File: config.mk
export PLATFORM = sky130hd
export DESIGN_NAME = control_mapper
export DESIGN_NICKNAME = d
export VERILOG_FILES = /design/src/hw/core_pkg.sv /design/src/hw/control_mapper.sv
export SDC_FILE = /design/constraint.sdc
export NUM_CORES = 1
export LEC_CHECK = 0
export BUFFER_PORTS_ARGS = -buffer_cell sky130_fd_sc_hd__buf_4
export CAP_MARGIN = 15
export CORE_MARGIN = 3
export CORE_UTILIZATION = 30
export CTS_CLUSTER_DIAMETER = 30
export CTS_CLUSTER_SIZE = 28
export DETAILED_ROUTE_END_ITERATION = 7
export PLACE_DENSITY_LB_ADDON = 0.15
export SYNTH_ARGS = -nofsm -noshare
export SYNTH_HDL_FRONTEND = slang
export SYNTH_SLANG_ARGS = --single-unit
File: constraint.sdc
create_clock -name clk_sys -period 0.9 [get_ports clk_sys]
set_input_delay 0.135 -clock clk_sys [delete_from_list [all_inputs] [get_ports clk_sys]]
set_output_delay 0.135 -clock clk_sys [all_outputs]
set_load 0.005 [all_outputs]
File: src/hw/core_pkg.sv
// Core glue shared definitions
`default_nettype none

package core_pkg;

	// Game mode codes written by the loader at the mode index
	typedef logic [7:0] mode_t;

	localparam mode_t MODE_ROBOTRON = 8'd0;
	localparam mode_t MODE_JOUST    = 8'd1;
	localparam mode_t MODE_BUBBLES  = 8'd3;
	localparam mode_t MODE_PLAYBALL = 8'd7;

	// Player inputs, bits 8 and 9 carry fire e and fire f
	typedef logic [9:0] player_t;

	localparam int P_RIGHT  = 0;
	localparam int P_LEFT   = 1;
	localparam int P_DOWN   = 2;
	localparam int P_UP     = 3;
	localparam int P_FIRE_A = 4;
	localparam int P_FIRE_B = 5;
	localparam int P_FIRE_C = 6;
	localparam int P_FIRE_D = 7;

	// System buttons
	typedef logic [3:0] sys_t;

	localparam int SYS_START1  = 0;
	localparam int SYS_START2  = 1;
	localparam int SYS_COIN1   = 2;
	localparam int SYS_ADVANCE = 3;

	// Board joystick bus, active low
	typedef logic [7:0] stick_t;

	//////////////////////////////////////////////////////////////////////
	// Loader and memory
	localparam logic [7:0] IDX_ROM_MODE = 8'd1;
	localparam logic [7:0] IDX_DIP      = 8'd254;
	localparam logic [7:0] IDX_NVRAM    = 8'd4;

	localparam int IOCTL_ADDR_W = 25;
	localparam int NVRAM_ADDR_W = 10;

	//////////////////////////////////////////////////////////////////////
	// Video timing, horizontal values count pixel pairs
	localparam int CNT_W      = 11;
	localparam int HBLANK_ON  = 336;
	localparam int HBLANK_OFF = 40;
	localparam int VBLANK_ON  = 254;
	localparam int VBLANK_OFF = 14;

endpackage

`default_nettype wire

File: src/hw/control_mapper.sv
// Per-game control mapping
`timescale 1ns/1ps
`default_nettype none

module control_mapper (
	input  wire                     clk_sys,
	input  wire                     rst_n,
	input  wire core_pkg::mode_t    mode,
	input  wire [7:0]               dip0,
	input  wire core_pkg::player_t  p1,
	input  wire core_pkg::player_t  p2,
	input  wire core_pkg::sys_t     sys,
	input  wire                     twin_stick,
	input  wire                     move_fire,
	output core_pkg::stick_t        ja,
	output core_pkg::stick_t        jb,
	output logic [2:0]              btn,
	output logic [7:0]              sw
);

	core_pkg::player_t pc;
	core_pkg::stick_t  ja_d;
	core_pkg::stick_t  jb_d;
	logic [2:0]        btn_d;
	logic [3:0]        hi;
	logic [3:0]        lo;

	// Stick nibble as right, left, down, up from the top
	function automatic logic [3:0] stick4(input core_pkg::player_t p);
		return {p[core_pkg::P_RIGHT], p[core_pkg::P_LEFT], p[core_pkg::P_DOWN], p[core_pkg::P_UP]};
	endfunction

	assign pc = p1 | p2;

	always_comb
	begin
		ja_d  = '1;
		jb_d  = '1;
		btn_d = '0;
		// Robotron nibbles, also used as defaults
		hi = twin_stick ? stick4(p2) :
			move_fire ? stick4(pc) :
			{pc[core_pkg::P_FIRE_A], pc[core_pkg::P_FIRE_D],
			pc[core_pkg::P_FIRE_B], pc[core_pkg::P_FIRE_C]};
		lo = twin_stick ? stick4(p1) : stick4(pc);

		case (mode)
			core_pkg::MODE_ROBOTRON:
			begin
				btn_d = {sys[core_pkg::SYS_START1], sys[core_pkg::SYS_START2],
					sys[core_pkg::SYS_COIN1]};
				ja_d  = ~{hi, lo};
				jb_d  = ~{hi, lo};
			end
			core_pkg::MODE_JOUST:
			begin
				btn_d = {sys[core_pkg::SYS_START2], sys[core_pkg::SYS_START1],
					sys[core_pkg::SYS_COIN1]};
				ja_d  = ~{5'b0, p1[core_pkg::P_FIRE_A], p1[core_pkg::P_RIGHT], p1[core_pkg::P_LEFT]};
				jb_d  = ~{5'b0, p2[core_pkg::P_FIRE_A], p2[core_pkg::P_RIGHT], p2[core_pkg::P_LEFT]};
			end
			core_pkg::MODE_BUBBLES:
			begin
				btn_d = {sys[core_pkg::SYS_START2], sys[core_pkg::SYS_START1],
					sys[core_pkg::SYS_COIN1]};
				ja_d  = ~{4'b0, stick4(pc)};
				jb_d  = ~{4'b0, stick4(pc)};
			end
			core_pkg::MODE_PLAYBALL:
			begin
				// Start buttons sit on the stick bus here
				btn_d = {2'b0, sys[core_pkg::SYS_COIN1]};
				ja_d  = ~{4'b0, sys[core_pkg::SYS_START2], pc[core_pkg::P_RIGHT],
					pc[core_pkg::P_LEFT], sys[core_pkg::SYS_START1]};
				jb_d  = ja_d;
			end
			default:
			begin
				ja_d = '1;
				jb_d = '1;
			end
		endcase
	end

	always_ff @(posedge clk_sys or negedge rst_n)
	begin
		if (!rst_n)
		begin
			ja  <= '1;
			jb  <= '1;
			btn <= '0;
			sw  <= '0;
		end
		else
		begin
			ja  <= ja_d;
			jb  <= jb_d;
			btn <= btn_d;
			sw  <= dip0 | {6'b0, sys[core_pkg::SYS_ADVANCE], 1'b0};
		end
	end

endmodule

`default_nettype wire

==> flow_summary.toml <==
[sta]
fin_hold_ws_ns = 0.0151
setup_tns_ns = -3.77
slew_headroom_pct = 74.8
min_period_ns = 1.08
rsz0062_at_grt = "true"
worst_slack_ns = -0.183
finalCritPeriodShare_pct = 120
setup_viol = 40
tightest_slew_ns = 0.375
max_freq_mhz = 924
final_max_slew_viol_count = 0
hold_viol = 0

[worst_setup_path]
cp.arrival_ns = 0.95
cpPeakStageDelay_ns = 0.55
cp_slowest_cell = "dfstp_2"
cp_max_fo = 2
endpoint_kind = "primary output"
critPathLaunchType = "register"
timing_worst_setup_path_type = "register to primary output"
worst-path-buf-inv = 1
cp_top_family = "flip-flops"
required_ns = 0.76
cp_cell_sequence = "buf_4"

[synthesis]
syn-cell-area_um2 = 988
seq_area_frac_synth_pct = 57.1
synth_commonest_cells = "11 x dfrtp_1, 11 x dfstp_2, 10 x a21oi_1, 8 x o211ai_1"
synthCells = 91
post_synth_num_cell_types = 26
avgSynthCellArea_um2 = 10.9
synth_area_leader_cell = "dfstp_2"
ys_ff_latch = 22
yosysWarnings = 0
postSynth.asyncResetShare_pct = 100
synth_top_area_share_pct = 29.2
synth-main-ff-cell = "dfstp_2"
syn-num-nets = 135
netlist_top_cells_area = "dfstp_2 29%, dfrtp_1 28%, o211ai_1 6.1%, a21oi_1 5.1%, buf_4 3.8%"
synth_edf_count = 0

[global_routing]
antenna_found_initial = 0
grt_max_degree = 23
grt_usage_pct = 15.7
first_global_vias = 1139
overflow = 0
grt_first_pass_wirelength_mm = 4.90

[placement]
place_hpwl_mm = 2.27
finalWeightedCongestion = 0.815
portBuffers = 66
preCtsSetupSlack_ns = -0.538

[power_and_ir_drop]
powerDensity_nw_per_um2 = 990
ir_worst_vdd_mv = 0.370
p_leak_nw = 0.893

[clock_tree]
cts_tree = "done"
clock-sinks = 22
cts_buffers = 3
htreeDepth = 1
cts_root_buf = "clkbuf_4"
clkTransAtPathRegs_ns = 0.11
clk_path_buf_depth = 2

[routing]
drcViolationCount = 0
wl_per_cell_um = 13.5
ant_nets = 0
routed_wl_mm = 3.09
drtPass1Iterations = 4
via_per_inst = 4.74
drtIter0Drc = 32
vias = 1086

[run]
drv_cap = 0

[layout]
final_layout_size_suffix_gt1_share_pct = 62.7
multi_input_area_um2 = 459
n_fill_cell = 274
syn_to_final_growth_pct = 99.0
final_nets = 230
antenna_cells = 0
fin_util_pct = 63.4
regArea_um2 = 564

[floorplan]
rows = 20
core-area_um2 = 3100
die_x_um = 63.4
floorplan.initialDensity_pct = 31.9
die-height_um = 63.4
ios = 71
die-area_um2 = 4020

[hold_path]
hold_path_class = "primary input to register"

[run_status]
violations = "setup timing"
status = "finished, violations left"
[registers in the layout, indices dropped and copies added, names as in the netlist]
signal  count
ja          4
jb          7
sw          8
btn         3
[layout by cell type (no fill, tap or decap), drive strengths merged]
| cell type | count |
|---|---|
| a22oi | 3 |
| dfstp | 11 |
| or2 | 1 |
| or4b | 1 |
| nor4 | 3 |
| o2111ai | 1 |
| o21ai | 6 |
| a21oi | 10 |
| nand3 | 1 |
| clkbuf | 4 |
| nor2 | 5 |
| dlygate4sd3 | 10 |
| nand2 | 3 |
| inv | 6 |
| o211ai | 8 |
| buf | 86 |
| nor3 | 3 |
| or4 | 5 |
| dfrtp | 11 |
| o21a | 2 |
| nor2b | 1 |
| and2 | 1 |
| a21o | 1 |
| or3 | 1 |
| o41ai | 1 |
[layout make-up]
cell class	instances	share of cell area, %
inverter	6	1.15
sequential	22	28.7
tap	44	2.80
multi-input combinational	57	23.3
clock buffer	4	1.34
timing repair buffer	96	42.7
[cell families after synthesis]
group,synth area share (%)
compound gates,21.3
simple gates,15.2
flops,57.1
buf+inv,6.46
[report_power, final]
group | internal (W) | leakage, nW | switching, W | total (W)
logic | 0.000278 | 0.628 | 0.000190 | 0.000468
registers | 0.00102 | 0.249 | 0.00000985 | 0.00103
clock network | 0.000173 | 0.0150 | 0.000282 | 0.000454
[metrics by stage]
step / cells / area (µm²) / total power (W)
2_1_floorplan: 91 / 1010 / 0.00112
3_3_place_gp: 214 / 1670 / 0.00140
3_5_place_dp: 214 / 1670 / 0.00141
4_1_cts: 229 / 1960 / 0.00195
5_1_grt: 229 / 1970 / 0.00204
6_report: 229 / 1970 / 0.00195
[final timing paths]
kind	start	end	cells past startpoint
max	ja[7]$_DFF_PN1_	jb[7]	1
min	p2[4]	jb[2]$_DFF_PN1_	2
max in group asynchronous	rst_n	jb[4]$_DFF_PN1_	2
min in group asynchronous	rst_n	sw[2]$_DFF_PN0_	2
[per-layer routing]
layer / GRT usage (%) / routed length, µm
met5: 0 / 0
met4: 8.36 / 89
met3: 3.03 / 230
met2: 28.2 / 1530
met1: 17.4 / 1250
[timing repair]
item | in CTS | in global routing
hold buffers | 10 | 0
pin swaps | 8 | 1
resized for setup | 39 | 2
buffers inserted | 2 | 0
endpoints found under the hold margin | 31 | 0
setup endpoints to repair | 40 | 41
(Power assumes the default switching activity.)
