===== src/hw/core_pkg.sv =====
// Core glue shared definitions
`default_nettype none

package core_pkg;

	// Game mode codes written by the loader at the mode index
	typedef logic [7:0] mode_t;

	localparam mode_t MODE_ROBOTRON = 8'd0;
	localparam mode_t MODE_JOUST    = 8'd1;
	localparam mode_t MODE_BUBBLES  = 8'd3;
	localparam mode_t MODE_PLAYBALL = 8'd7;

	// Player inputs, bits 8 and 9 carry fire e and fire f
	typedef logic [9:0] player_t;

	localparam int P_RIGHT  = 0;
	localparam int P_LEFT   = 1;
	localparam int P_DOWN   = 2;
	localparam int P_UP     = 3;
	localparam int P_FIRE_A = 4;
	localparam int P_FIRE_B = 5;
	localparam int P_FIRE_C = 6;
	localparam int P_FIRE_D = 7;

	// System buttons
	typedef logic [3:0] sys_t;

	localparam int SYS_START1  = 0;
	localparam int SYS_START2  = 1;
	localparam int SYS_COIN1   = 2;
	localparam int SYS_ADVANCE = 3;

	// Board joystick bus, active low
	typedef logic [7:0] stick_t;

	//////////////////////////////////////////////////////////////////////
	// Loader and memory
	localparam logic [7:0] IDX_ROM_MODE = 8'd1;
	localparam logic [7:0] IDX_DIP      = 8'd254;
	localparam logic [7:0] IDX_NVRAM    = 8'd4;

	localparam int IOCTL_ADDR_W = 25;
	localparam int NVRAM_ADDR_W = 10;

	//////////////////////////////////////////////////////////////////////
	// Video timing, horizontal values count pixel pairs
	localparam int CNT_W      = 11;
	localparam int HBLANK_ON  = 336;
	localparam int HBLANK_OFF = 40;
	localparam int VBLANK_ON  = 254;
	localparam int VBLANK_OFF = 14;

endpackage

`default_nettype wire


===== src/hw/mem_port_if.sv =====
// Work RAM requester bus
`timescale 1ns/1ps
`default_nettype none

interface mem_port_if #(
	parameter int ADDR_W = core_pkg::NVRAM_ADDR_W
) ();

	logic [ADDR_W-1:0] addr;
	logic [7:0]        wdata;
	logic              we;
	logic              rd;
	// Valid the cycle after a granted rd
	logic [7:0]        rdata;

	modport requester (output addr, wdata, we, rd, input rdata);
	modport arbiter (input addr, wdata, we, rd, output rdata);

endinterface

`default_nettype wire


===== src/hw/mem_arbiter.sv =====
// Work RAM arbiter, nvram first
`timescale 1ns/1ps
`default_nettype none

module mem_arbiter #(
	parameter int ADDR_W = core_pkg::NVRAM_ADDR_W
) (
	input  wire                 clk_sys,
	input  wire                 rst_n,
	mem_port_if.arbiter         nv,
	mem_port_if.arbiter         cpu,
	output logic                mem_busy,
	output logic [ADDR_W-1:0]   ram_addr,
	output logic [7:0]          ram_wdata,
	output logic                ram_we,
	input  wire [7:0]           ram_rdata
);

	logic nv_act;
	logic nv_rd_q;
	logic cpu_rd_q;

	assign nv_act   = nv.we | nv.rd;
	assign mem_busy = nv_act;

	assign ram_addr  = nv_act ? nv.addr : cpu.addr;
	assign ram_wdata = nv_act ? nv.wdata : cpu.wdata;
	assign ram_we    = nv_act ? nv.we : cpu.we;

	// Owner of the read now in flight through the RAM
	always_ff @(posedge clk_sys or negedge rst_n)
	begin
		if (!rst_n)
		begin
			nv_rd_q  <= 1'b0;
			cpu_rd_q <= 1'b0;
		end
		else
		begin
			nv_rd_q  <= nv_act & nv.rd;
			cpu_rd_q <= ~nv_act & cpu.rd;
		end
	end

	assign nv.rdata  = nv_rd_q ? ram_rdata : 8'h00;
	assign cpu.rdata = cpu_rd_q ? ram_rdata : 8'h00;

endmodule

`default_nettype wire


===== src/flat_wrapper.sv =====
// flat-port wrapper written by rule: the top's interface ports become plain ports
module mem_arbiter_flat 
#(
	parameter int ADDR_W = core_pkg::NVRAM_ADDR_W
)
  (clk_sys, rst_n, mem_busy, ram_addr, ram_wdata, ram_we, ram_rdata, nv_addr, nv_wdata, nv_we, nv_rd, nv_rdata, cpu_addr, cpu_wdata, cpu_we, cpu_rd, cpu_rdata);
  mem_port_if #(.ADDR_W(ADDR_W)) nv_i ();
  mem_port_if #(.ADDR_W(ADDR_W)) cpu_i ();
  input  wire clk_sys;
  input  wire rst_n;
  output logic mem_busy;
  output logic [ADDR_W-1:0] ram_addr;
  output logic [7:0] ram_wdata;
  output logic ram_we;
  input  wire [7:0] ram_rdata;
  input wire logic [$bits(nv_i.addr)-1:0] nv_addr;
  input wire logic [$bits(nv_i.wdata)-1:0] nv_wdata;
  input wire logic [$bits(nv_i.we)-1:0] nv_we;
  input wire logic [$bits(nv_i.rd)-1:0] nv_rd;
  output wire logic [$bits(nv_i.rdata)-1:0] nv_rdata;
  input wire logic [$bits(cpu_i.addr)-1:0] cpu_addr;
  input wire logic [$bits(cpu_i.wdata)-1:0] cpu_wdata;
  input wire logic [$bits(cpu_i.we)-1:0] cpu_we;
  input wire logic [$bits(cpu_i.rd)-1:0] cpu_rd;
  output wire logic [$bits(cpu_i.rdata)-1:0] cpu_rdata;
  assign nv_i.addr = nv_addr;
  assign nv_i.wdata = nv_wdata;
  assign nv_i.we = nv_we;
  assign nv_i.rd = nv_rd;
  assign nv_rdata = nv_i.rdata;
  assign cpu_i.addr = cpu_addr;
  assign cpu_i.wdata = cpu_wdata;
  assign cpu_i.we = cpu_we;
  assign cpu_i.rd = cpu_rd;
  assign cpu_rdata = cpu_i.rdata;
  mem_arbiter #(.ADDR_W(ADDR_W)) u_core (.clk_sys(clk_sys), .rst_n(rst_n), .nv(nv_i), .cpu(cpu_i), .mem_busy(mem_busy), .ram_addr(ram_addr), .ram_wdata(ram_wdata), .ram_we(ram_we), .ram_rdata(ram_rdata));
endmodule

===== config.mk =====
export PLATFORM = sky130hd
export DESIGN_NAME = mem_arbiter_flat
export DESIGN_NICKNAME = d
export VERILOG_FILES = /design/src/hw/core_pkg.sv /design/src/hw/mem_port_if.sv /design/src/hw/mem_arbiter.sv /design/src/flat_wrapper.sv
export SDC_FILE = /design/constraint.sdc
export NUM_CORES = 1
export LEC_CHECK = 0
export BUFFER_PORTS_ARGS = -buffer_cell sky130_fd_sc_hd__buf_4
export CAP_MARGIN = 30
export CORE_UTILIZATION = 28
export DETAILED_ROUTE_END_ITERATION = 16
export PLACE_DENSITY = 0.95
export SLEW_MARGIN = 20
export SYNTH_ARGS = -nofsm -noshare
export SYNTH_HDL_FRONTEND = slang
export SYNTH_SLANG_ARGS = --single-unit

===== constraint.sdc =====
create_clock -name clk_sys -period 1.3 [get_ports clk_sys]
set_clock_uncertainty 0.05 [all_clocks]
set_input_delay 0.065 -clock clk_sys [delete_from_list [all_inputs] [get_ports clk_sys]]
set_output_delay 0.065 -clock clk_sys [all_outputs]
set_load 0.1 [all_outputs]

==> flow_summary.ini <==
[layout]
layout_common_cells = buf_4, mux2_4, and2_1
area_growth_pct = 146
utilization_pct = 75.9
drive_gt1_share_pct = 82.6
fin_area_um2 = 1170
num-nets-final = 184
diodes = 0
final_common_cell = buf_4

[status]
status = finished, final reports clean

[timing]
slew_headroom_pct = 81.3
setup_viol = 0
fin_crit_ns = 1.19
tightest_slew_ns = 0.283
rsz0062_at_grt = no
period_share_pct = 91.8
timing.fmax_mhz = 838
tns_ns = 0
finalHoldViolations = 0
slew_viol_final = 0
worst_slack_ns = 0.107

[cts]
root_buffer = clkbuf_4
postCtsSetupRepairBufs = 0
cts_tree = built
numCtsBuffers = 3
cts_buffer_depth = 2
htree_num_levels = 1
ctsResizeCount = 0
clkTransAtPathRegs_ns = 0.03
cts_sinks = 2

[drt]
vias = 681
dr.pass1.iters = 3
wl_um = 1780
drc_errors = 0
viasPerCell = 4.60
ant_nets = 0
drtIter0Drc = 2
wire_per_inst_um = 12.0

[worst_setup_path]
worst_path_most_repeated_cell = buf_4
end_kind = output port
required_ns = 1.19
cpPeakStageDelay_ns = 0.31
cp-start-kind = input port
crit_arrival_ns = 1.08
criticalPathCategory = in -> out
worst-path-max-fanout = 20
path_cells = buf_4 -> nor2_2 -> buf_12 -> mux2_4 -> buf_4
critPathSlowestCell = mux2_4

[global_routing]
gr-total-overflow = 0
grt_pass1_vias = 641
antenna_found_initial = 0
grt_max_degree = 21
grt_pass1_wl_um = 2550
grt_use_total_pct = 18.3

[floorplanning]
ios = 86
die_w_um = 43.2
core_area_um2 = 1540
die_y_um = 43.2
placementRows = 14
die_area_um2 = 1870
initial_utilization_pct = 30.8

[power_and_ir_drop]
cellLeakagePower_uw = 0.000668
ir_worst_vdd_uv = 561
pwr_density_cell_nw_per_um2 = 893

[placement]
gp_congestion = 0.746
placed_cell_area_um2 = 1130
port_buffers = 85
place_ws_ns = 0.104

[run]
cap_viol_max_count = 0

[synthesis]
ys_ff_latch = 2
syn_area_per_cell_um2 = 10.8
synth_cells = 44
synthesis.area_um2 = 475
ys_types = 8
yosys_warnings = 0
ys_seq_area_share_pct = 10.5
syn_nets = 94

[worst_hold_path]
hold_path_class = in -> reg
-- per-layer routing --
metal / GRT usage, % / up-vias / share of wire, %
met5: 0 / - / 0
met3: 7.66 / 2 / 16
met2: 37.9 / 60 / 56
met4: 9.09 / 0 / 1.1
met1: 13.1 / 295 / 27
li1: - / 324 / -
-- worst max-delay path, delay by kind of cell --
kind | cells | cell delay [ns]
buffers and inverters | 3 | 0.55
muxes | 1 | 0.31
and+or+nand+nor | 1 | 0.14
-- metrics by stage --
step | total power (uW) | cells | hold WS (ns)
2_1_floorplan | 691 | 44 | -0.281
3_3_place_gp | 905 | 143 | -0.203
3_5_place_dp | 913 | 143 | -0.201
4_1_cts | 1060 | 148 | 0.00708
5_1_grt | 1080 | 148 | 0.00896
6_report | 1040 | 148 | 0.0106
-- state kept, by name, indices dropped and copies added, names as in the netlist --
| signal | flops |
|---|---|
| u_core.cpu_rd_q | 1 |
| u_core.nv_rd_q | 1 |
-- cell families after synthesis --
kind of cell / Yosys count / share of synthesized area, %
AO/OA/AOI/OAI: 1 / 1.84
buffers and inverters: 5 / 7.10
flip-flops: 2 / 10.5
multiplexers: 18 / 56.8
AND/OR/NAND/NOR: 18 / 23.7
-- Yosys cell counts (all sizes together) --
cell	n	share of area, %
buf	2	4.7
inv	2	1.6
clkbuf	1	0.79
dfrtp	2	11
a21o	1	1.8
nor2	1	1.3
and2	17	22
mux2	18	57
-- area by class of cell --
| type | count | area [um2] |
|---|---|---|
| clock buffers | 3 | 22.5 |
| fillers | 125 | 372 |
| inverters | 2 | 7.51 |
| multi-input cells | 37 | 392 |
| flip-flops and latches | 2 | 50.0 |
| well taps | 16 | 20.0 |
| repair buffers | 88 | 678 |
-- power breakdown --
part | total, uW | leakage, uW | switching, uW | internal, uW
clock network | 131 | 0.0000138 | 29.9 | 101
registers | 69.3 | 0.0000251 | 3.75 | 65.6
logic | 844 | 0.000630 | 582 | 262
-- worst paths after layout --
check | start | cells after the start | to
worst max-delay path | nv_we | 5 | ram_wdata[1]
worst min-delay path | cpu_rd | 2 | u_core.cpu_rd_q
max in group asynchronous | rst_n | 2 | u_core.cpu_rd_q
min in group asynchronous | rst_n | 2 | u_core.nv_rd_q
-- timing repair --
action                                 CTS  global route
hold buffers                             2             0
endpoints found under the hold margin    3             0
setup endpoints to repair                0             0
No activity file was read; power rests on OpenSTA's default activity.
