$ cat config.mk
export PLATFORM = sky130hd
export DESIGN_NAME = config_regs
export DESIGN_NICKNAME = d
export VERILOG_FILES = /design/src/hw/core_pkg.sv /design/src/hw/config_regs.sv
export SDC_FILE = /design/constraint.sdc
export NUM_CORES = 1
export LEC_CHECK = 0
export ABC_AREA = 1
export BUFFER_PORTS_ARGS = -buffer_cell sky130_fd_sc_hd__buf_2
export CAP_MARGIN = 15
export CORE_UTILIZATION = 40
export DETAILED_ROUTE_END_ITERATION = 7
export GPL_TIMING_DRIVEN = 0
export PLACE_DENSITY = 0.76
export RECOVER_POWER = 50
export SLEW_MARGIN = 20
export SYNTH_ARGS = -nofsm -noshare
export SYNTH_HDL_FRONTEND = slang
export SYNTH_SLANG_ARGS = --single-unit
$ cat constraint.sdc
create_clock -name clk_sys -period 0.81 [get_ports clk_sys]
set_input_delay 0.162 -clock clk_sys [delete_from_list [all_inputs] [get_ports clk_sys]]
set_output_delay 0.162 -clock clk_sys [all_outputs]
set_load 0.02 [all_outputs]
$ cat src/hw/core_pkg.sv
// Core glue shared definitions
`default_nettype none

package core_pkg;

	// Game mode codes written by the loader at the mode index
	typedef logic [7:0] mode_t;

	localparam mode_t MODE_ROBOTRON = 8'd0;
	localparam mode_t MODE_JOUST    = 8'd1;
	localparam mode_t MODE_BUBBLES  = 8'd3;
	localparam mode_t MODE_PLAYBALL = 8'd7;

	// Player inputs, bits 8 and 9 carry fire e and fire f
	typedef logic [9:0] player_t;

	localparam int P_RIGHT  = 0;
	localparam int P_LEFT   = 1;
	localparam int P_DOWN   = 2;
	localparam int P_UP     = 3;
	localparam int P_FIRE_A = 4;
	localparam int P_FIRE_B = 5;
	localparam int P_FIRE_C = 6;
	localparam int P_FIRE_D = 7;

	// System buttons
	typedef logic [3:0] sys_t;

	localparam int SYS_START1  = 0;
	localparam int SYS_START2  = 1;
	localparam int SYS_COIN1   = 2;
	localparam int SYS_ADVANCE = 3;

	// Board joystick bus, active low
	typedef logic [7:0] stick_t;

	//////////////////////////////////////////////////////////////////////
	// Loader and memory
	localparam logic [7:0] IDX_ROM_MODE = 8'd1;
	localparam logic [7:0] IDX_DIP      = 8'd254;
	localparam logic [7:0] IDX_NVRAM    = 8'd4;

	localparam int IOCTL_ADDR_W = 25;
	localparam int NVRAM_ADDR_W = 10;

	//////////////////////////////////////////////////////////////////////
	// Video timing, horizontal values count pixel pairs
	localparam int CNT_W      = 11;
	localparam int HBLANK_ON  = 336;
	localparam int HBLANK_OFF = 40;
	localparam int VBLANK_ON  = 254;
	localparam int VBLANK_OFF = 14;

endpackage

`default_nettype wire

$ cat src/hw/config_regs.sv
// Loader configuration registers
`timescale 1ns/1ps
`default_nettype none

module config_regs (
	input  wire                                clk_sys,
	input  wire                                rst_n,
	input  wire                                ioctl_wr,
	input  wire [core_pkg::IOCTL_ADDR_W-1:0]   ioctl_addr,
	input  wire [7:0]                          ioctl_index,
	input  wire [7:0]                          ioctl_dout,
	output core_pkg::mode_t                    mode,
	output logic [7:0]                         dip0
);

	always_ff @(posedge clk_sys or negedge rst_n)
	begin
		if (!rst_n)
		begin
			mode <= '0;
			dip0 <= '0;
		end
		else if (ioctl_wr)
		begin
			if (ioctl_index == core_pkg::IDX_ROM_MODE)
				mode <= ioctl_dout;
			// Only the first switch byte is kept
			if (ioctl_index == core_pkg::IDX_DIP && ioctl_addr == '0)
				dip0 <= ioctl_dout;
		end
	end

endmodule

`default_nettype wire

==> results.py, run 1 <==
metrics = {
    "run_status": {
        "result_of_the_run": "complete, but fails checks",
        "failed_checks": "negative setup slack",
    },
    "detailed_routing": {
        "route.detailed.wl_per_inst_um": 14.6,
        "drtPass1Iterations": 4,
        "drt.antenna.violating_nets": 0,
        "initialDrtViolationCount": 18,
        "dr_total_vias": 1108,
        "vias_per_cell": 5.01,
        "route.detailed.drc": 0,
        "detail_route.wirelength_um": 3220,
    },
    "final_layout": {
        "layout_utilization_pct": 86.8,
        "post_route_cells_drive_above_1_share_pct": 63.9,
        "final_net_count": 240,
        "antenna-diode-count": 0,
        "syn2layout_area_growth_pct": 98.3,
    },
    "critical_path": {
        "r2r_end": "dip0[4]",
        "reg2reg_depth": 4,
        "timing_worst_setup_path_type": "reg2out",
        "cp-end-kind": "primary output",
        "reg2reg_from": "dip0[4]",
        "critPathLaunchType": "flip-flop",
        "regToRegSetupSlack_ps": -30,
        "worst_path_dominant_cell_family": "flip-flops",
        "path_cells": "buf_6",
        "critical_path.n_buffers_inverters": 1,
        "crit_slowest_cell": "sky130_fd_sc_hd__dfrtp_1",
        "cp.required_ps": 650,
        "crit_path_max_incr_delay_ps": 420,
        "crit_path_max_fanout": 2,
        "arrival_ps": 850,
    },
    "timing": {
        "unrepaired_setup_endpoints_after_global_routing": "true",
        "final_hold_viol_count": 0,
        "report.final.slew_viol_count": 0,
        "final_period_minus_worst_setup_slack_ps": 1010,
        "achievable-frequency_mhz": 992,
        "relSlewSlack_pct": 74.2,
        "tightestPinTransition_ps": 386,
        "timing.final.ws_setup_ps": -198,
        "timing.clock.skew_ps": 0,
        "fin_crit_sh_pct": 124,
        "setup_viol": 24,
    },
    "synth": {
        "netlist_area_um2": 876,
        "synthXorXnorAreaFrac_pct": 0,
        "synth_ff_type": "sky130_fd_sc_hd__dfrtp_1",
        "async_flop_share_pct": 100,
        "synth-seq-cells": 16,
        "synth_simple_gate_area_share_pct": 41.0,
        "unique_masters_post_synth": 13,
        "postSynthAreaPerCell_um2": 7.42,
        "synth_compound_gate_area_share_pct": 6.86,
        "mappedNetlistNets": 162,
        "synth_top_cells_by_count": "37 x sky130_fd_sc_hd__nand2_1, 18 x sky130_fd_sc_hd__nor2_1, 17 x sky130_fd_sc_hd__nand3_1",
        "muxShareOfSynthArea_pct": 0,
        "post-synth-top-area-fraction_pct": 45.7,
        "top_post_synthesis_cells_by_area": "sky130_fd_sc_hd__dfrtp_1 46%, sky130_fd_sc_hd__nand2_1 16%, sky130_fd_sc_hd__nand3_1 9.7%, sky130_fd_sc_hd__nor2_1 7.7%, sky130_fd_sc_hd__o21bai_1 6.9%",
        "number_of_enable_flip_flop_cells_after_synthesis": 0,
        "post-synth-top-count-cell": "sky130_fd_sc_hd__nand2_1",
        "dominant_combinational_cell_family_by_area_after_synthesis": "simple AND/OR/NAND/NOR gates",
        "synth_warnings": 0,
        "synthAdderAreaFrac_pct": 0,
        "synth-seq-area-share_pct": 45.7,
        "netlist.top_cell.by_area": "sky130_fd_sc_hd__dfrtp_1",
        "synthesis.instances": 118,
    },
    "die": {
        "fp.dieArea_um2": 2380,
        "rows": 16,
        "effective_utilization_at_floorplan_pct": 43.8,
        "horizontal_die_dimension_um": 48.8,
        "design.core.area_um2": 2000,
        "num_io_pins": 60,
        "dieHeight_um": 48.8,
    },
    "clock_tree": {
        "cts_inserted_buffers": 3,
        "path_clk_slew_ps": 80,
        "cts_htree_levels": 1,
        "clockRootBuffer": "sky130_fd_sc_hd__clkbuf_4",
        "clk-insertion-delay-late_ps": 270,
        "number_of_clock_sinks_seen_by_cts": 16,
        "cts_tree": "done",
        "cts_max_path_buffers": 2,
    },
    "worst_hold_path": {
        "worst_hold_path_class": "in2reg",
        "min_delay_src": "ioctl_dout[6]",
        "holdPathEnd": "dip0[6]",
        "hold_depth": 3,
    },
    "run": {
        "maxCapViolations": 0,
    },
    "global_route": {
        "track_usage_pct": 24.8,
        "grt_pass1_wl_um": 4430,
        "initial_antenna_violation_count": 0,
        "grt_start_max_net_pins": 17,
        "aggregate_global_routing_overflow": 0,
        "grt_pass1_vias": 1065,
    },
    "placement": {
        "port_buffers": 59,
        "dp_hpwl_um": 1860,
        "place.gp.congestion": 0.739,
    },
    "pwr": {
        "power_density_nw_per_um2": 942,
        "report.power.total_uw": 1640,
        "ir_drop_mv": 1.04,
        "power.leakage_uw": 0.000847,
    },
}
routing by layer:
metal,vias up,track usage [%],part of all wire [%]
met5,-,0,0
met4,0,9.80,2.8
met3,9,7.48,6.4
met2,65,47.5,56
met1,514,24.5,34
li1,520,-,-
sequential cells by signal (all words and copies together) (netlist names):
signal  flops
mode        8
dip0        8
where the power goes:
group | switching, uW | internal [uW] | leakage, uW
sequential | 16.1 | 817 | 0.000180
clock | 218 | 172 | 0.0000138
combinational | 192 | 221 | 0.000653
total | 426 | 1210 | 0.000847
through the flow:
stage                     std cells  hold slack (ps)  worst slack, ps  instance area (um2)  TNS [ps]
final                           221              117             -198                 1740     -2980
after CTS                       215              113             -188                 1560     -2900
after global routing            221              110             -229                 1740     -3860
after floorplan                 118             -134            -97.2                  942     -1200
after detailed placement        204             85.5             -383                 1270     -5440
after global placement          204             84.5             -326                 1270     -4730
layout make-up:
type	count	area [um2]
timing repair buffer	72	614
multi-input combinational	88	602
sequential	16	400
fill	102	265
inverter	15	63.8
tap	27	33.8
clock buffer	3	22.5
worst max-delay path by stage:
stage	depth (start not counted)	start	slack (ps)	to
4_1_cts	1	dip0[2]	-190	dip0[2]
6_report	1	dip0[2]	-200	dip0[2]
3_5_place_dp	7	ioctl_index[4]	-380	mode[6]
3_3_place_gp	7	ioctl_index[7]	-330	mode[3]
5_1_grt	1	dip0[2]	-230	dip0[2]
2_1_floorplan	6	ioctl_index[7]	-100	mode[0]
worst register-to-register path, stage by stage, from the launching register on:
cell and delay [ps]:
sky130_fd_sc_hd__dfrtp_1 400, sky130_fd_sc_hd__buf_4 140, sky130_fd_sc_hd__inv_2 40, sky130_fd_sc_hd__o21bai_1 90, sky130_fd_sc_hd__nand2_1 60
repair_timing:
action | in CTS | in global routing
resized for setup | 57 | 37
hold buffers | 1 | 0
pin swaps | 24 | 36
setup buffers | 7 | 6
endpoints found under the hold margin | 16 | 0
gates cloned | 0 | 1
endpoints found under the setup margin | 31 | 32
layout by cell type (no fill, tap or decap), drive strengths merged:
cell | Yosys | routed
nor2 | 20 | 20
nor3 | 2 | 2
nand3 | 17 | 17
dlygate4sd3 | 0 | 1
buf | 0 | 70
dfrtp | 16 | 16
o21bai | 8 | 8
inv | 15 | 14
nand2 | 39 | 40
clkbuf | 0 | 4
clkinv | 0 | 1
and2 | 1 | 1
cells by family after synthesis:
logic type,after synthesis
buf+inv,15
flops,16
simple gates,79
compound gates,8
No activity file was read; power rests on OpenSTA's default activity.
==> run 2, diff against run 1 <==
--- a/config.mk
+++ b/config.mk
@@ -11,8 +11,9 @@
 export CORE_UTILIZATION = 40
 export DETAILED_ROUTE_END_ITERATION = 7
 export GPL_TIMING_DRIVEN = 0
-export PLACE_DENSITY = 0.76
+export PLACE_DENSITY = 0.75
 export RECOVER_POWER = 50
+export SETUP_SLACK_MARGIN = 0.15
 export SLEW_MARGIN = 20
 export SYNTH_ARGS = -nofsm -noshare
 export SYNTH_HDL_FRONTEND = slang
==> results.py, run 2 (synthesized netlist as in run 1, its figures left out) <==
metrics = {
    "run_status": {
        "result_of_the_run": "complete, but fails checks",
        "failed_checks": "negative setup slack",
    },
    "critical_path": {
        "critPathLaunchType": "flip-flop",
        "crit_path_max_fanout": 2,
        "reg2reg_from": "dip0[2]",
        "timing.critical_path.from": "mode[7]",
        "crit_slowest_cell": "sky130_fd_sc_hd__dfrtp_1",
        "regToRegSetupSlack_ps": -150,
        "cp_num_cells": 1,
        "path_cells": "buf_6",
        "reg2reg_depth": 5,
        "cp-end-kind": "primary output",
        "timing_worst_setup_path_type": "reg2out",
        "crit_path_max_incr_delay_ps": 430,
        "worst_path_dominant_cell_family": "flip-flops",
        "critical_path.n_buffers_inverters": 1,
        "r2r_end": "dip0[2]",
        "endpoint": "mode[7]",
        "cp.required_ps": 650,
        "arrival_ps": 880,
    },
    "global_route": {
        "grt_pass1_vias": 1095,
        "initial_antenna_violation_count": 0,
        "grt_start_max_net_pins": 17,
        "grt_pass1_wl_um": 4490,
        "track_usage_pct": 24.5,
        "aggregate_global_routing_overflow": 0,
    },
    "detailed_routing": {
        "drt.antenna.violating_nets": 0,
        "vias_per_cell": 4.93,
        "route.detailed.drc": 0,
        "detail_route.wirelength_um": 3140,
        "initialDrtViolationCount": 20,
        "route.detailed.wl_per_inst_um": 13.7,
        "dr_total_vias": 1134,
        "drtPass1Iterations": 4,
    },
    "clock_tree": {
        "cts_max_path_buffers": 2,
        "number_of_clock_sinks_seen_by_cts": 16,
        "cts_inserted_buffers": 3,
        "clk-insertion-delay-late_ps": 300,
        "path_clk_slew_ps": 90,
        "clockRootBuffer": "sky130_fd_sc_hd__clkbuf_4",
        "cts_htree_levels": 1,
        "cts_tree": "done",
    },
    "run": {
        "maxCapViolations": 0,
    },
    "die": {
        "rows": 16,
        "horizontal_die_dimension_um": 48.8,
        "fp.dieArea_um2": 2380,
        "effective_utilization_at_floorplan_pct": 43.8,
        "dieHeight_um": 48.8,
        "num_io_pins": 60,
        "design.core.area_um2": 2000,
    },
    "placement": {
        "dp_hpwl_um": 1740,
        "cell_area_after_placement_um2": 1270,
        "place.gp.congestion": 0.815,
        "port_buffers": 59,
    },
    "final_layout": {
        "post_route_cells_drive_above_1_share_pct": 63.1,
        "layout.cells.most_common": "sky130_fd_sc_hd__buf_6",
        "final_net_count": 248,
        "post-route-cell-area_um2": 1780,
        "largestRegisters": "dip0: 8 flops, mode: 8 flops",
        "nFillCells": 100,
        "antenna-diode-count": 0,
        "layout_utilization_pct": 88.9,
        "layout.cells.most_common_list": "32 x sky130_fd_sc_hd__buf_6, 31 x sky130_fd_sc_hd__buf_2, 24 x sky130_fd_sc_hd__nand2_1",
        "syn2layout_area_growth_pct": 103,
    },
    "timing": {
        "relSlewSlack_pct": 73.4,
        "timing.final.ws_setup_ps": -231,
        "unrepaired_setup_endpoints_after_global_routing": "true",
        "final_hold_viol_count": 0,
        "setup_viol": 26,
        "final_period_minus_worst_setup_slack_ps": 1040,
        "tightestPinTransition_ps": 399,
        "timing.setup.tns_ps": -3670,
        "report.final.slew_viol_count": 0,
        "fin_crit_sh_pct": 129,
        "achievable-frequency_mhz": 960,
        "timing.clock.skew_ps": 0,
    },
    "pwr": {
        "power_density_nw_per_um2": 1000,
        "ir_drop_mv": 1.20,
        "power.leakage_uw": 0.000891,
    },
    "worst_hold_path": {
        "hold_depth": 3,
        "worst_hold_path_class": "in2reg",
    },
}
run 2: worst min path at each step:
stage               endpoint     startpoint  slack [ps]
floorplan            dip0[0]          rst_n        -130
global placement     dip0[0]          rst_n          90
detailed placement   dip0[0]          rst_n          90
CTS                  dip0[7]  ioctl_dout[7]         100
global route         dip0[6]  ioctl_dout[6]         100
finish               dip0[1]  ioctl_dout[1]         100
run 2: stage by stage:
| step | power [uW] | instances | setup slack [ps] | hold WS (ps) |
|---|---|---|---|---|
| finish | 1790 | 230 | -231 | 104 |
| global placement | 1110 | 204 | -326 | 86.6 |
| detailed placement | 1120 | 204 | -341 | 90.4 |
| CTS | 1720 | 217 | -192 | 103 |
| global route | 1870 | 230 | -252 | 100 |
| floorplan | 939 | 118 | -97.2 | -134 |
run 2: cell type report:
cell class              instances  area [um2]  area share [%]
repair buffers                 80         658            37.0
well taps                      27        33.8            1.90
flip-flops and latches         16         400            22.5
multi-input cells              88         587            33.0
clock buffers                   4        36.3            2.04
inverters                      15        63.8            3.59
run 2: where the power goes:
part | switching (uW) | internal, uW
logic | 188 | 223
clock network | 268 | 275
registers | 14.8 | 817
run 2: metal layers:
metal	global-route usage [%]	up-vias	wire length, um
met4	8.82	0	67
met5	0	-	0
met1	27.4	534	1190
li1	-	538	-
met3	3.43	6	153
met2	46.5	56	1730
run 2: timing repair:
item / 4_1_cts / 5_1_grt
buffers inserted: 8 / 12
endpoints found under the hold margin: 16 / 0
endpoints found under the setup margin: 32 / 32
resized for setup: 69 / 22
hold buffers: 1 / 0
gates cloned: 0 / 1
pin swaps: 32 / 26
