**config.mk**
```make
export PLATFORM = sky130hd
export DESIGN_NAME = nvram_port_flat
export DESIGN_NICKNAME = d
export VERILOG_FILES = /design/src/hw/core_pkg.sv /design/src/hw/mem_port_if.sv /design/src/hw/nvram_port.sv /design/src/flat_wrapper.sv
export SDC_FILE = /design/constraint.sdc
export NUM_CORES = 1
export LEC_CHECK = 0
export ABC_AREA = 1
export BUFFER_PORTS_ARGS = -buffer_cell sky130_fd_sc_hd__buf_4
export CAP_MARGIN = 10
export CELL_PAD_IN_SITES_DETAIL_PLACEMENT = 0
export CELL_PAD_IN_SITES_GLOBAL_PLACEMENT = 1
export CORE_MARGIN = 4
export CORE_UTILIZATION = 18
export DETAILED_ROUTE_END_ITERATION = 10
export GPL_TIMING_DRIVEN = 1
export PLACE_DENSITY_LB_ADDON = 0.1
export SETUP_SLACK_MARGIN = 0.1
export SYNTH_ARGS = -nofsm -noshare
export SYNTH_HDL_FRONTEND = slang
export SYNTH_SLANG_ARGS = --single-unit
```
**constraint.sdc**
```tcl
create_clock -name clk_sys -period 0.8 [get_ports clk_sys]
set_input_delay 0.04 -clock clk_sys [delete_from_list [all_inputs] [get_ports clk_sys]]
set_output_delay 0.04 -clock clk_sys [all_outputs]
set_load 0.1 [all_outputs]
```
**src/hw/core_pkg.sv**
```systemverilog
// Core glue shared definitions
`default_nettype none

package core_pkg;

	// Game mode codes written by the loader at the mode index
	typedef logic [7:0] mode_t;

	localparam mode_t MODE_ROBOTRON = 8'd0;
	localparam mode_t MODE_JOUST    = 8'd1;
	localparam mode_t MODE_BUBBLES  = 8'd3;
	localparam mode_t MODE_PLAYBALL = 8'd7;

	// Player inputs, bits 8 and 9 carry fire e and fire f
	typedef logic [9:0] player_t;

	localparam int P_RIGHT  = 0;
	localparam int P_LEFT   = 1;
	localparam int P_DOWN   = 2;
	localparam int P_UP     = 3;
	localparam int P_FIRE_A = 4;
	localparam int P_FIRE_B = 5;
	localparam int P_FIRE_C = 6;
	localparam int P_FIRE_D = 7;

	// System buttons
	typedef logic [3:0] sys_t;

	localparam int SYS_START1  = 0;
	localparam int SYS_START2  = 1;
	localparam int SYS_COIN1   = 2;
	localparam int SYS_ADVANCE = 3;

	// Board joystick bus, active low
	typedef logic [7:0] stick_t;

	//////////////////////////////////////////////////////////////////////
	// Loader and memory
	localparam logic [7:0] IDX_ROM_MODE = 8'd1;
	localparam logic [7:0] IDX_DIP      = 8'd254;
	localparam logic [7:0] IDX_NVRAM    = 8'd4;

	localparam int IOCTL_ADDR_W = 25;
	localparam int NVRAM_ADDR_W = 10;

	//////////////////////////////////////////////////////////////////////
	// Video timing, horizontal values count pixel pairs
	localparam int CNT_W      = 11;
	localparam int HBLANK_ON  = 336;
	localparam int HBLANK_OFF = 40;
	localparam int VBLANK_ON  = 254;
	localparam int VBLANK_OFF = 14;

endpackage

`default_nettype wire

```
**src/hw/mem_port_if.sv**
```systemverilog
// Work RAM requester bus
`timescale 1ns/1ps
`default_nettype none

interface mem_port_if #(
	parameter int ADDR_W = core_pkg::NVRAM_ADDR_W
) ();

	logic [ADDR_W-1:0] addr;
	logic [7:0]        wdata;
	logic              we;
	logic              rd;
	// Valid the cycle after a granted rd
	logic [7:0]        rdata;

	modport requester (output addr, wdata, we, rd, input rdata);
	modport arbiter (input addr, wdata, we, rd, output rdata);

endinterface

`default_nettype wire

```
**src/hw/nvram_port.sv**
```systemverilog
// High-score nvram loader port
`timescale 1ns/1ps
`default_nettype none

module nvram_port #(
	parameter int ADDR_W = core_pkg::NVRAM_ADDR_W
) (
	input  wire                                clk_sys,
	input  wire                                rst_n,
	input  wire                                ioctl_wr,
	input  wire [core_pkg::IOCTL_ADDR_W-1:0]   ioctl_addr,
	input  wire [7:0]                          ioctl_dout,
	input  wire [7:0]                          ioctl_index,
	input  wire                                ioctl_download,
	input  wire                                ioctl_upload,
	output logic [7:0]                         ioctl_din,
	mem_port_if.requester                      bus
);

	logic              nv_dl;
	logic              nv_ul;
	logic              rd_q;
	logic [ADDR_W-1:0] addr_q;

	assign nv_dl = ioctl_download && (ioctl_index == core_pkg::IDX_NVRAM);
	assign nv_ul = ioctl_upload && (ioctl_index == core_pkg::IDX_NVRAM);

	// Upload request register, one read per cycle
	always_ff @(posedge clk_sys or negedge rst_n)
	begin
		if (!rst_n)
			rd_q <= 1'b0;
		else
			rd_q <= nv_ul;
	end

	always_ff @(posedge clk_sys)
	begin
		addr_q <= ioctl_addr[ADDR_W-1:0];
	end

	assign bus.addr  = nv_dl ? ioctl_addr[ADDR_W-1:0] : addr_q;
	assign bus.wdata = ioctl_dout;
	assign bus.we    = nv_dl & ioctl_wr;
	// Idle reads between download strobes keep the RAM claimed
	assign bus.rd    = (nv_dl & ~ioctl_wr) | rd_q;

	assign ioctl_din = bus.rdata;

endmodule

`default_nettype wire

```
**src/flat_wrapper.sv**
```systemverilog
// flat-port wrapper written by rule: the top's interface ports become plain ports
module nvram_port_flat 
#(
	parameter int ADDR_W = core_pkg::NVRAM_ADDR_W
)
  (clk_sys, rst_n, ioctl_wr, ioctl_addr, ioctl_dout, ioctl_index, ioctl_download, ioctl_upload, ioctl_din, bus_addr, bus_wdata, bus_we, bus_rd, bus_rdata);
  mem_port_if #(.ADDR_W(ADDR_W)) bus_i ();
  input  wire clk_sys;
  input  wire rst_n;
  input  wire ioctl_wr;
  input  wire [core_pkg::IOCTL_ADDR_W-1:0] ioctl_addr;
  input  wire [7:0] ioctl_dout;
  input  wire [7:0] ioctl_index;
  input  wire ioctl_download;
  input  wire ioctl_upload;
  output logic [7:0] ioctl_din;
  output wire logic [$bits(bus_i.addr)-1:0] bus_addr;
  output wire logic [$bits(bus_i.wdata)-1:0] bus_wdata;
  output wire logic [$bits(bus_i.we)-1:0] bus_we;
  output wire logic [$bits(bus_i.rd)-1:0] bus_rd;
  input wire logic [$bits(bus_i.rdata)-1:0] bus_rdata;
  assign bus_addr = bus_i.addr;
  assign bus_wdata = bus_i.wdata;
  assign bus_we = bus_i.we;
  assign bus_rd = bus_i.rd;
  assign bus_i.rdata = bus_rdata;
  nvram_port #(.ADDR_W(ADDR_W)) u_core (.clk_sys(clk_sys), .rst_n(rst_n), .ioctl_wr(ioctl_wr), .ioctl_addr(ioctl_addr), .ioctl_dout(ioctl_dout), .ioctl_index(ioctl_index), .ioctl_download(ioctl_download), .ioctl_upload(ioctl_upload), .ioctl_din(ioctl_din), .bus(bus_i));
endmodule
```
==> flow_metrics.tcl, run 1 <==
set metrics [dict create \
    cts_buffers 3 \
    synthToLayoutAreaGrowth_pct 154 \
    drive_gt1_share_pct 75.8 \
    wire_per_inst_microns 11.3 \
    vias_per_cell 3.95 \
    hold-worst-slack_ns 0.0187 \
    dieArea_sq_um 4400 \
    critPathCaptureType "output pin" \
    grt_pass1_wl_microns 3130 \
    setup_viol 13 \
    fmax_mhz 984 \
    cts.sinks 11 \
    grt_usage_pct 9.42 \
    routed_wl_microns 1980 \
    finalHoldViolations 0 \
    synth_nets 142 \
    fin_crit_sh_pct 127 \
    port_buffers 34 \
    cts_root_buffer "clkbuf_4" \
    violations "negative setup slack" \
    worstPathArrival_ns 0.98 \
    rsz0062_at_grt "yes" \
    yosys.cell_types.count 11 \
    start_util_pct 19.4 \
    vias 696 \
    required_ns 0.76 \
    multi_input_area_sq_um 512 \
    worst-path-max-fanout 7 \
    dr.pass1.iters 2 \
    grt-ovfl-total 0 \
    power_density_nw_per_um2 1060 \
    dp_hpwl_microns 1280 \
    gp_congestion 0.569 \
    nets 187 \
    cts.reportedPaths.clkPinSlew_ns 0.07 \
    antenna_found_initial 0 \
    syn_avg_cell_area_sq_um 6.95 \
    vdd_drop_max_v 0.000815 \
    slew_viol_final 0 \
    fin_crit_ns 1.02 \
    drv_cap 0 \
    crit_type "in2out" \
    maxSlewHeadroom_pct 82.1 \
    cts_buffer_depth 2 \
    rows 20 \
    yosys_warnings 0 \
    die_w_microns 66.3 \
    num_io_pins 82 \
    outcome "complete, but fails checks" \
    start_kind "primary input" \
    synth_area_sq_um 612 \
    core_area_sq_um 3150 \
    tightest_slew_ns 0.269 \
    synth.yosys.seq_area_share_pct 36.8 \
    p_leak_nw 0.651 \
    hp-class "in2reg" \
    htreeDepth 1 \
    dieHeight_microns 66.3 \
    detail-route-antenna-nets 0 \
    antenna-diode-count 0 \
    drcViolationCount 0 \
    drtIter0Drc 10 \
    grt_max_degree 12 \
    grt_pass1_vias 727 \
    final.setup.worst_slack_ns -0.217 \
    power_w 0.00165 \
    cts_tree "yes" \
    synth_seq_cells 11 \
    regArea_sq_um 225 \
    syn_inst 88 \
    fillCellCount 317 \
]
-- worst paths after layout --
kind	from	to	slack, ns	cells after the start
hold / removal	ioctl_upload	u_core.rd_q$_DFF_PN0_	0.02	2
min in group asynchronous	rst_n	u_core.rd_q$_DFF_PN0_	0.08	2
setup / recovery	ioctl_index[5]	bus_addr[9]	-0.22	8
max in group asynchronous	rst_n	u_core.rd_q$_DFF_PN0_	0.64	2
-- layer usage --
metal  wire [microns]  share of wire, %  up-vias  global-route usage, %
li1                 -                 -      342                      -
met4               28               1.4        0                   4.06
met5                0                 0        -                      0
met1              749                38      321                   10.6
met3              150               7.6        6                   4.08
met2             1050                53       27                   15.4
-- metrics by stage --
stage	TNS, ns	util (%)	worst slack (ns)	instances	area [sq um]
after floorplan	-0.983	-	-0.168	88	756
final	-2.30	49.2	-0.217	176	1550
after global routing	-3.07	49.2	-0.272	176	1550
after detailed placement	-4.06	30.6	-0.364	154	965
after CTS	-2.75	43.8	-0.237	176	1380
after global placement	-4.01	30.6	-0.356	154	965
-- cells in the final DEF (no fill, tap or decap), drive strengths merged --
cell type,n
dfrtp,1
nor3b,1
dfxtp,10
nor2,8
dlygate4sd3,11
buf,48
nand3,12
nand2,27
inv,10
clkbuf,4
-- registers in the layout, summed over array words and instances, names as in the netlist --
signal and flops:
u_core.addr_q 10, u_core.rd_q 1
-- layout make-up --
type                            instances  area share, %
Clock buffer                            4           1.69
Inverter                               10           3.06
Multi-Input combinational cell         48           33.0
Sequential cell                        11           14.5
Tap cell                               44           3.55
Timing Repair Buffer                   59           44.2
-- timing repair --
item	in CTS	in global routing
hold buffers	11	0
setup endpoints to repair	12	13
pin swaps	10	13
endpoints found under the hold margin	11	0
setup buffers	6	1
cloned	1	0
gates resized for setup	60	39
-- cells in the mapped netlist, drive strengths merged --
| cell type | number | area [sq um] |
|---|---|---|
| inv | 10 | 37.5 |
| nand3 | 12 | 60.1 |
| dfxtp | 10 | 200 |
| buf | 19 | 148 |
| dfrtp | 1 | 25.0 |
| nand2 | 27 | 101 |
| nor2 | 8 | 32.5 |
| nor3b | 1 | 7.51 |
-- cells by family after synthesis --
group	after synthesis	share of synthesized area (%)
DFF	11	36.8
buffers and inverters	29	30.3
and+or+nand+nor	48	32.9
-- worst max-delay path, cell delays in order --
cell and delay [ns]:
buf_8 0.10, nor2_4 0.09, nand2_2 0.07, nor2_4 0.14
buf_12 0.16, nand3_4 0.10, nand2_8 0.09, buf_12 0.16
-- where the power goes --
group	switching (W)	internal [W]
combinational	0.000374	0.000306
clock	0.000190	0.000193
sequential	0.0000123	0.000575
total	0.000576	0.00107
(Power assumes the default switching activity.)
==> inputs of run 2 (changes only) <==
--- a/config.mk
+++ b/config.mk
@@ -14,8 +14,11 @@
 export CORE_UTILIZATION = 18
 export DETAILED_ROUTE_END_ITERATION = 10
 export GPL_TIMING_DRIVEN = 1
+export HOLD_SLACK_MARGIN = 0.05
 export PLACE_DENSITY_LB_ADDON = 0.1
 export SETUP_SLACK_MARGIN = 0.1
+export SKIP_CTS_REPAIR_TIMING = 1
+export SLEW_MARGIN = 20
 export SYNTH_ARGS = -nofsm -noshare
 export SYNTH_HDL_FRONTEND = slang
 export SYNTH_SLANG_ARGS = --single-unit
==> flow_metrics.tcl, run 2 (synthesis results as in run 1) <==
set metrics [dict create \
    outcome "complete, but fails checks" \
    violations "negative setup slack" \
    cpPeakStageDelay_ns 0.16 \
    antenna-diode-count 0 \
    vdd_drop_max_v 0.000640 \
    tightest_slew_ns 0.279 \
    port_buffers 34 \
    grt_pass1_wl_microns 2460 \
    htreeDepth 1 \
    crit_type "in2out" \
    cts.sinks 11 \
    postPlaceCellArea_sq_um 965 \
    critPathSlowestCell "buf_12" \
    final_area_sq_um 1530 \
    rsz0062_at_grt "yes" \
    antenna_found_initial 0 \
    drcViolationCount 0 \
    grt_pass1_vias 569 \
    path_cells "buf_4 -> nor2_2 -> nand2_2 -> nor2_4 -> buf_12 -> nand3_4 -> nand2_8 -> buf_12" \
    cts_tree "yes" \
    dieArea_sq_um 4400 \
    num_io_pins 82 \
    vias_per_cell 3.93 \
    wire_per_inst_microns 10.9 \
    grt_usage_pct 7.62 \
    fillCellCount 319 \
    synthToLayoutAreaGrowth_pct 149 \
    cp_common_cell "buf_12" \
    cts_root_buffer "clkbuf_4" \
    start_kind "primary input" \
    largest_register_ffs 10 \
    cts_buffers 3 \
    gp_congestion 0.569 \
    cp_num_buf_inv 3 \
    maxSlewHeadroom_pct 81.4 \
    dieHeight_microns 66.3 \
    critPathCaptureType "output pin" \
    nets 182 \
    cts.reportedPaths.clkPinSlew_ns 0.07 \
    final.setup.worst_slack_ns -0.223 \
    rows 20 \
    dr.pass1.iters 2 \
    drive_gt1_share_pct 77.2 \
    slew_viol_final 0 \
    die_w_microns 66.3 \
    core_area_sq_um 3150 \
    worst-path-max-fanout 7 \
    fmax_mhz 977 \
    worstSetupStartpoint "ioctl_index[5]" \
    power_density_nw_per_um2 1080 \
    top_register "u_core.addr_q" \
    layout_commonest_cell "buf_4" \
    worstPathArrival_ns 0.98 \
    dp_hpwl_microns 1280 \
    start_util_pct 19.4 \
    p_leak_nw 0.624 \
    setup_viol 12 \
    cts_buffer_depth 2 \
    vias 672 \
    routed_wl_microns 1870 \
    fin_crit_sh_pct 128 \
    fin_crit_ns 1.02 \
    drtIter0Drc 3 \
    hold-worst-slack_ns 0.0796 \
    multi_input_area_sq_um 534 \
    hp-class "in2async" \
    grt-ovfl-total 0 \
    drv_cap 0 \
    finalHoldViolations 0 \
    regArea_sq_um 225 \
    grt_max_degree 12 \
    detail-route-antenna-nets 0 \
    top_regs "u_core.addr_q (10), u_core.rd_q (1)" \
    most-common-layout-cells "21 x buf_4, 16 x nand2_4, 13 x buf_12" \
    critPathTopFamily "simple AND/OR/NAND/NOR gates" \
    required_ns 0.76 \
]
-- run 2: cell types whose count changed in the layout (fill, tap and decap cells not counted), sizes merged --
cell,before,now
buf,48,42
dlygate4sd3,11,12
-- run 2: stage by stage --
| stage | utilization (%) | instances | setup WS [ns] | setup TNS (ns) | total power [W] |
|---|---|---|---|---|---|
| floorplan | - | 88 | -0.168 | -0.983 | 0.00128 |
| global placement | 30.6 | 154 | -0.356 | -4.01 | 0.00106 |
| detailed placement | 30.6 | 154 | -0.364 | -4.06 | 0.00106 |
| CTS | 31.4 | 158 | -0.370 | -4.10 | 0.00146 |
| global route | 48.4 | 171 | -0.289 | -2.97 | 0.00172 |
| finish | 48.4 | 171 | -0.223 | -2.18 | 0.00164 |
-- run 2: layout make-up --
type | instances | share of cell area (%)
timing repair buffer | 54 | 41.6
multi-input combinational | 48 | 35.0
sequential | 11 | 14.8
tap | 44 | 3.61
inverter | 10 | 3.28
clock buffer | 4 | 1.72
-- run 2: metal layers --
layer | GRT usage (%) | up-vias | part of all wire (%)
met4 | 4.06 | 0 | 1.6
met1 | 8.93 | 309 | 38
li1 | - | 330 | -
met2 | 11.0 | 27 | 53
met5 | 0 | - | 0
met3 | 4.08 | 6 | 7.3
-- run 2: worst max path at each step --
stage          slack, ns     endpoint  depth (start not counted)
2_1_floorplan      -0.17       bus_we                          6
3_3_place_gp       -0.36  bus_addr[9]                          8
3_5_place_dp       -0.36  bus_addr[9]                          8
4_1_cts            -0.37  bus_addr[9]                          8
5_1_grt            -0.29  bus_addr[9]                          8
6_report           -0.22  bus_addr[9]                          8
-- run 2: report_power, final --
part           switching, W  internal (W)
logic              0.000371      0.000299
clock network      0.000189      0.000193
registers         0.0000165      0.000575
total              0.000576       0.00107
